[config.mk]
export PLATFORM = sky130hd
export DESIGN_NAME = serial_capture_top
export DESIGN_NICKNAME = d
export VERILOG_FILES = /design/src/word_capture_pkg.sv /design/src/serial_capture_top.sv /design/src/word_fifo.sv /design/src/word_assembler.sv /design/src/serial_sampler.sv
export SDC_FILE = /design/constraint.sdc
export NUM_CORES = 1
export LEC_CHECK = 0
export BUFFER_PORTS_ARGS = -buffer_cell sky130_fd_sc_hd__buf_4
export CAP_MARGIN = 20
export CORE_MARGIN = 2
export CORE_UTILIZATION = 58
export DETAILED_ROUTE_END_ITERATION = 8
export GPL_TIMING_DRIVEN = 1
export PLACE_DENSITY = 0.75
export SLEW_MARGIN = 20
export SYNTH_ARGS = -nofsm -noshare
export SYNTH_HDL_FRONTEND = slang
export SYNTH_SLANG_ARGS = --single-unit
export TNS_END_PERCENT = 5
[constraint.sdc]
create_clock -name clk -period 2.7 [get_ports clk]
set_input_delay 0.27 -clock clk [delete_from_list [all_inputs] [get_ports clk]]
set_output_delay 0.27 -clock clk [all_outputs]
set_load 0.02 [all_outputs]
[src/word_capture_pkg.sv]
// Serial word capture shared types
`default_nettype none

package word_capture_pkg;

  // Bits per captured word
  localparam int word_bits = 8;

  typedef logic [word_bits-1:0] word_t;

  //----------------------------------------
  // Shift register opcode
  //----------------------------------------
  typedef enum logic [1:0] {
    op_hold        = 2'b00,
    op_shift_right = 2'b01,
    op_shift_left  = 2'b10,
    op_clear       = 2'b11
  } shift_op_e;

  // Sampler to assembler
  typedef struct packed {
    logic bit_strobe;
    logic bit_value;
    logic framed;
  } sample_t;

  // FIFO status with a count for depths up to 8
  typedef struct packed {
    logic [3:0] count;
    logic       empty;
    logic       full;
    logic       overflow;
  } fifo_status_t;

endpackage

`default_nettype wire
[src/serial_capture_top.sv]
// Serial word capture top level
`timescale 1ns/1ps
`default_nettype none

module serial_capture_top #(
  parameter int FIFO_DEPTH = 4
) (
  input  logic                            clk,
  input  logic                            reset_b,
  input  logic                            serial_clk,
  input  logic                            serial_data,
  input  logic                            frame,
  input  logic                            lsb_first,
  input  logic                            rd_en,
  input  logic                            clear,
  output word_capture_pkg::word_t         rd_data,
  output word_capture_pkg::fifo_status_t  status
);

  import word_capture_pkg::*;

  sample_t sample;
  word_t   word_data;
  logic    word_valid;

  //----------------------------------------
  // Input side
  //----------------------------------------
  serial_sampler u_sampler (
    .clk         (clk),
    .reset_b     (reset_b),
    .serial_clk  (serial_clk),
    .serial_data (serial_data),
    .frame       (frame),
    .sample      (sample)
  );

  // Bit collection
  word_assembler u_assembler (
    .clk        (clk),
    .reset_b    (reset_b),
    .sample     (sample),
    .lsb_first  (lsb_first),
    .word_data  (word_data),
    .word_valid (word_valid)
  );

  //----------------------------------------
  // Output side
  //----------------------------------------
  word_fifo #(
    .FIFO_DEPTH (FIFO_DEPTH)
  ) u_fifo (
    .clk        (clk),
    .reset_b    (reset_b),
    .word_data  (word_data),
    .word_valid (word_valid),
    .rd_en      (rd_en),
    .clear      (clear),
    .rd_data    (rd_data),
    .status     (status)
  );

endmodule

`default_nettype wire

[src/word_fifo.sv]
// Word FIFO with first-word fall-through
`timescale 1ns/1ps
`default_nettype none

module word_fifo #(
  parameter int FIFO_DEPTH = 4
) (
  input  logic                            clk,
  input  logic                            reset_b,
  input  word_capture_pkg::word_t         word_data,
  input  logic                            word_valid,
  input  logic                            rd_en,
  input  logic                            clear,
  output word_capture_pkg::word_t         rd_data,
  output word_capture_pkg::fifo_status_t  status
);

  import word_capture_pkg::*;

  localparam int ptr_bits   = $clog2(FIFO_DEPTH);
  localparam int count_bits = $bits(status.count);
  localparam logic [count_bits-1:0] depth_count = count_bits'(FIFO_DEPTH);

  word_t               mem [FIFO_DEPTH];
  logic [ptr_bits-1:0] wr_ptr;
  logic [ptr_bits-1:0] rd_ptr;
  logic [count_bits-1:0] count;
  logic                empty;
  logic                full;
  logic                overflow;
  logic                wr_fire;
  logic                rd_fire;

  assign empty   = (count == '0);
  assign full    = (count == depth_count);
  assign wr_fire = word_valid & ~full;
  assign rd_fire = rd_en & ~empty;

  //----------------------------------------
  // Storage and pointers
  //----------------------------------------
  always_ff @(posedge clk) begin
    if (wr_fire) begin
      mem[wr_ptr] <= word_data;
    end
  end

  // Depth is a power of two so the pointers wrap on their own
  always_ff @(posedge clk or negedge reset_b) begin
    if (!reset_b) begin
      wr_ptr <= '0;
      rd_ptr <= '0;
    end else if (clear) begin
      wr_ptr <= '0;
      rd_ptr <= '0;
    end else begin
      if (wr_fire) wr_ptr <= wr_ptr + 1'b1;
      if (rd_fire) rd_ptr <= rd_ptr + 1'b1;
    end
  end

  //----------------------------------------
  // Occupancy and overflow
  //----------------------------------------
  always_ff @(posedge clk or negedge reset_b) begin
    if (!reset_b) begin
      count    <= '0;
      overflow <= 1'b0;
    end else if (clear) begin
      count    <= '0;
      overflow <= 1'b0;
    end else begin
      case ({wr_fire, rd_fire})
        2'b10:   count <= count + 1'b1;
        2'b01:   count <= count - 1'b1;
        default: count <= count;
      endcase
      // A dropped word sets the sticky flag
      if (word_valid && full) overflow <= 1'b1;
    end
  end

  // Head word is visible without a read delay
  assign rd_data = mem[rd_ptr];

  assign status = '{count: count, empty: empty, full: full, overflow: overflow};

endmodule

`default_nettype wire

[src/word_assembler.sv]
// Serial to parallel word assembler
`timescale 1ns/1ps
`default_nettype none

module word_assembler (
  input  logic                       clk,
  input  logic                       reset_b,
  input  word_capture_pkg::sample_t  sample,
  input  logic                       lsb_first,
  output word_capture_pkg::word_t    word_data,
  output logic                       word_valid
);

  import word_capture_pkg::*;

  localparam int cnt_bits = $clog2(word_bits);
  localparam logic [cnt_bits-1:0] last_bit = cnt_bits'(word_bits - 1);

  shift_op_e           shift_op;
  logic [cnt_bits-1:0] bit_count;
  logic                bit_take;
  word_t               shift_q;

  // A bit counts only inside a frame
  assign bit_take = sample.bit_strobe & sample.framed;

  //----------------------------------------
  // Opcode decode
  //----------------------------------------
  always_comb begin
    if (!sample.framed) begin
      shift_op = op_clear;
    end else if (sample.bit_strobe) begin
      // LSB first enters at the top and walks down to bit 0
      shift_op = lsb_first ? op_shift_right : op_shift_left;
    end else begin
      shift_op = op_hold;
    end
  end

  //----------------------------------------
  // Universal shift register
  //----------------------------------------
  always_ff @(posedge clk) begin
    case (shift_op)
      op_hold:        shift_q <= shift_q;
      op_shift_right: shift_q <= {sample.bit_value, shift_q[word_bits-1:1]};
      op_shift_left:  shift_q <= {shift_q[word_bits-2:0], sample.bit_value};
      op_clear:       shift_q <= '0;
      default:        shift_q <= shift_q;
    endcase
  end

  //----------------------------------------
  // Mod-8 bit counter and word strobe
  //----------------------------------------
  always_ff @(posedge clk or negedge reset_b) begin
    if (!reset_b) begin
      bit_count  <= '0;
      word_valid <= 1'b0;
    end else begin
      word_valid <= bit_take && (bit_count == last_bit);
      if (shift_op == op_clear) begin
        bit_count <= '0;
      end else if (bit_take) begin
        // Wraps to zero after the last bit of a word
        bit_count <= bit_count + 1'b1;
      end
    end
  end

  assign word_data = shift_q;

endmodule

`default_nettype wire

[src/serial_sampler.sv]
// Serial line sampler
`timescale 1ns/1ps
`default_nettype none

module serial_sampler (
  input  logic                       clk,
  input  logic                       reset_b,
  input  logic                       serial_clk,
  input  logic                       serial_data,
  input  logic                       frame,
  output word_capture_pkg::sample_t  sample
);

  // Bit positions in the synchronizer vector
  localparam int idx_clk   = 0;
  localparam int idx_data  = 1;
  localparam int idx_frame = 2;

  logic [2:0] async_in;
  logic [2:0] sync_meta;
  logic [2:0] sync_out;
  logic       clk_hist;

  assign async_in = {frame, serial_data, serial_clk};

  //----------------------------------------
  // Two-flop synchronizers
  //----------------------------------------
  always_ff @(posedge clk or negedge reset_b) begin
    if (!reset_b) begin
      sync_meta <= '0;
      sync_out  <= '0;
    end else begin
      sync_meta <= async_in;
      sync_out  <= sync_meta;
    end
  end

  //----------------------------------------
  // Rising edge of the serial clock
  //----------------------------------------
  always_ff @(posedge clk or negedge reset_b) begin
    if (!reset_b) begin
      clk_hist <= 1'b0;
    end else begin
      clk_hist <= sync_out[idx_clk];
    end
  end

  // Strobe is high for the one cycle where the new level is seen
  assign sample.bit_strobe = sync_out[idx_clk] & ~clk_hist;
  // Data and frame share the same two stages as the clock
  assign sample.bit_value  = sync_out[idx_data];
  assign sample.framed     = sync_out[idx_frame];

endmodule

`default_nettype wire

==> metrics.yaml <==
timing:
  slew_headroom: 0.5864
  rsz0062_at_grt: "no"
  period_minus_slack_ns: 2.482
  maxSlewViolCount: 0
  post-route-period-util: 0.9191
  tightest_slew_ns: 0.6032
  clock_skew_ns: 0.01082
  setup_viol: 0
  hold_violations: 0
  finalSetupTns_ns: 0
  max_freq_ghz: 0.4030
  worst_slack_ns: 0.2185
routing:
  drc: 0
  wirelength_mm: 4.445
  drtAntennaViolNets: 0
  drtIter0Drc: 154
  drt-wirelength-per-cell_microns: 17.50
  vias_per_cell: 5.925
  vias: 1505
  first_pass_iters: 4
synthesis:
  synth_compound_area_frac: 0.1003
  synth_top_family_by_area: "compound AO/OA/AOI/OAI gates"
  yosysWarningCount: 0
  syn-cell-area_sq_mm: 0.002619
  yosysUniqueCellTypes: 38
  syn_area_per_cell_sq_um: 14.88
  synth_xor_area_frac: 0.01672
  seq_area_frac_synth: 0.6498
  yosys.area_share.adder: 0.03822
  syn_inst: 176
  synth_mux_area_frac: 0.08791
  ys_ff_latch: 60
  synth_simple_gate_area_frac: 0.07262
  synthesis.nets: 192
grt:
  grt.total_usage: 0.1953
  grt_max_degree: 21
  grt_first_pass_wirelength_mm: 7.265
  gr-total-overflow: 0
  grt_pass1_vias: 1490
  grt_antenna_before_repair: 0
die:
  core_sq_mm: 0.004354
  die_w_microns: 71.20
  pin_count: 23
  die_y_microns: 71.20
  rows: 24
  die-area_sq_mm: 0.005069
  initial_core_util: 0.6014
critical_path:
  worstPathRequired_ns: 2.94
  critical_path_class: "register to register"
  cp_top_family: "compound AO/OA/AOI/OAI gates"
  crit_slowest_cell: "dfrtp_1"
  r2r_start: "u_fifo.count[1]"
  cp_cell_sequence: "o41ai_2 > nor2_1 > ha_1 > o21ai_0 > nand4_1 > a2111o_1 > a21oi_1"
  cp_max_fo: 12
  endpoint_kind: "register"
  crit_path_start_kind: "register"
  worst_ep_arrival_time_ns: 2.73
  cp.buffers_inverters: 0
  cp_slowest_stage_delay_ns: 0.54
  crit_path_start: "u_fifo.count[1]"
finish:
  syn2layout_area_growth_pct: 12.66
  multi_input_comb_area_sq_um: 834.6
  fillers: 304
  drive_gt1_frac: 0.2376
  final_common_cell: "edfxtp_1"
  layout_common_cells: "edfxtp_1, buf_4, dfrtp_1, o21ai_0, nand2_1"
  final_util: 0.6776
  seq_area_sq_mm: 0.001702
  antenna_cells: 0
  finalNetCount: 213
clock_network:
  cts_buffers: 9
  cts_max_level: 3
  clk_latency_ns: 0.32
  path_clk_slew_ns: 0.06
  cts-root-buf: "clkbuf_8"
  clockBufferDepth: 2
  clock_sinks: 60
  cts_tree: "yes"
placement:
  hpwl_mm: 3.041
  place_ws_ns: 0.1656
  io_buffers: 22
  routabilityCongestion: 0.8720
run_status:
  status: "finished, final reports clean"
worst_hold_path:
  min-delay-start: "serial_data"
  hp-class: "primary input to register"
power_and_ir_drop:
  powerDensity_mw_per_mm2: 591.0
  vdd_ir_drop_max_uv: 390.9
  total_leakage_power_nw: 1.112
job:
  cap_violations: 0
## worst reg2reg max path: cells and delay by family, from the launching register on
family / cells / cell delay, ns
DFF: 1 / 0.54
and+or+nand+nor: 2 / 0.28
AOI/OAI and AO/OA: 4 / 1.23
adders and majority gates: 1 / 0.35
## where the power goes
| group | switching, mW | leakage, nW | internal (mW) |
|---|---|---|---|
| sequential | 0.0217 | 0.637 | 1.01 |
| clock | 0.315 | 0.0848 | 0.353 |
| combinational | 0.0261 | 0.389 | 0.0190 |
| total | 0.363 | 1.11 | 1.38 |
## per-stage QoR
| step | total power [mW] | hold WS, ns | std cells | instance area (sq um) |
|---|---|---|---|---|
| 2_1_floorplan | 1.064 | -0.02559 | 176 | 2619 |
| 5_1_grt | 1.799 | 0.03326 | 254 | 2950 |
| 3_3_place_gp | 1.087 | 0.1553 | 237 | 2770 |
| 4_1_cts | 1.761 | 0.03771 | 254 | 2943 |
| 3_5_place_dp | 1.092 | 0.1622 | 237 | 2770 |
| 6_report | 1.744 | 0.05072 | 254 | 2950 |
## synthesized netlist by cell type, drive strengths merged
cell type  instances  area (sq um)
dfrtp             20         500.5
buf               10         67.56
a2111o             1         11.26
ha                 8         100.1
xnor2              3         26.28
nand4              1         6.260
and2               7         43.79
a31o               1         8.760
a21oi              5         25.02
o41a               1         11.26
o31a               1         10.01
mux2i              5         50.05
edfxtp            40          1201
nand2b             1         6.260
o21ai             13         65.06
nand2             11         41.29
o31ai              1         21.27
nor3               2         10.01
or4b               1         10.01
nor3b              1         7.510
clkbuf             3         11.26
a21boi             9         67.57
inv                3         11.26
a211oi             1         7.510
o21ba              1         10.01
nor4               1         6.260
nor2               8         30.03
nor2b              2         12.51
o21a               1         7.510
mux4               8         180.2
and3b              1         8.760
xor2               2         17.52
or3                1         7.510
o41ai              2         17.52
## final timing paths
| path | endpoint | slack [ns] | cells past startpoint |
|---|---|---|---|
| max | u_fifo.count[3] | 0.22 | 7 |
| min | u_sampler.sync_meta[1] | 0.05 | 1 |
| max reg2reg | u_fifo.count[3] | 0.22 | 7 |
| min reg2reg | u_sampler.sync_out[0] | 0.35 | 0 |
| max in group asynchronous | u_sampler.clk_hist | 2.14 | 2 |
| min in group asynchronous | u_fifo.count[1] | 0.35 | 2 |
## per-layer routing
| metal | GRT usage | wire length (microns) |
|---|---|---|
| met5 | 0 | 0 |
| met4 | 0.1048 | 87 |
| met3 | 0.05556 | 202 |
| met2 | 0.2932 | 2214 |
| met1 | 0.2601 | 1941 |
## registers in the layout, indices dropped and copies added, names as in the netlist
name / flops
u_sampler.clk_hist: 1
u_assembler.bit_count: 3
u_fifo.mem: 32
u_sampler.sync_out: 3
u_fifo.wr_ptr: 2
u_fifo.count: 4
u_fifo.rd_ptr: 2
u_sampler.sync_meta: 3
u_assembler.word_data: 8
u_assembler.word_valid: 1
u_fifo.overflow: 1
## what timing repair did
| action | in CTS | in global routing |
|---|---|---|
| setup endpoints to repair | 0 | 1 |
| buffers inserted | 0 | 0 |
| resized for setup | 0 | 1 |
| endpoints found under the hold margin | 20 | 0 |
| hold buffers | 1 | 0 |
## kinds of logic (layout without fill, tap and decap cells)
logic type / count (synthesis) / in the layout
simple gates: 37 / 37
fa+ha+maj: 8 / 8
xor+xnor: 5 / 5
flops: 60 / 60
compound gates: 37 / 37
buf+inv: 16 / 42
mux: 13 / 13
## layout make-up
class	count	area share
clock buffers	13	0.05047
clock inverters	3	0.004665
inverters	3	0.003817
multi-input cells	100	0.2829
flip-flops and latches	60	0.5768
well taps	52	0.02205
repair buffers	23	0.05937
No activity file was read; power rests on OpenSTA's default activity.
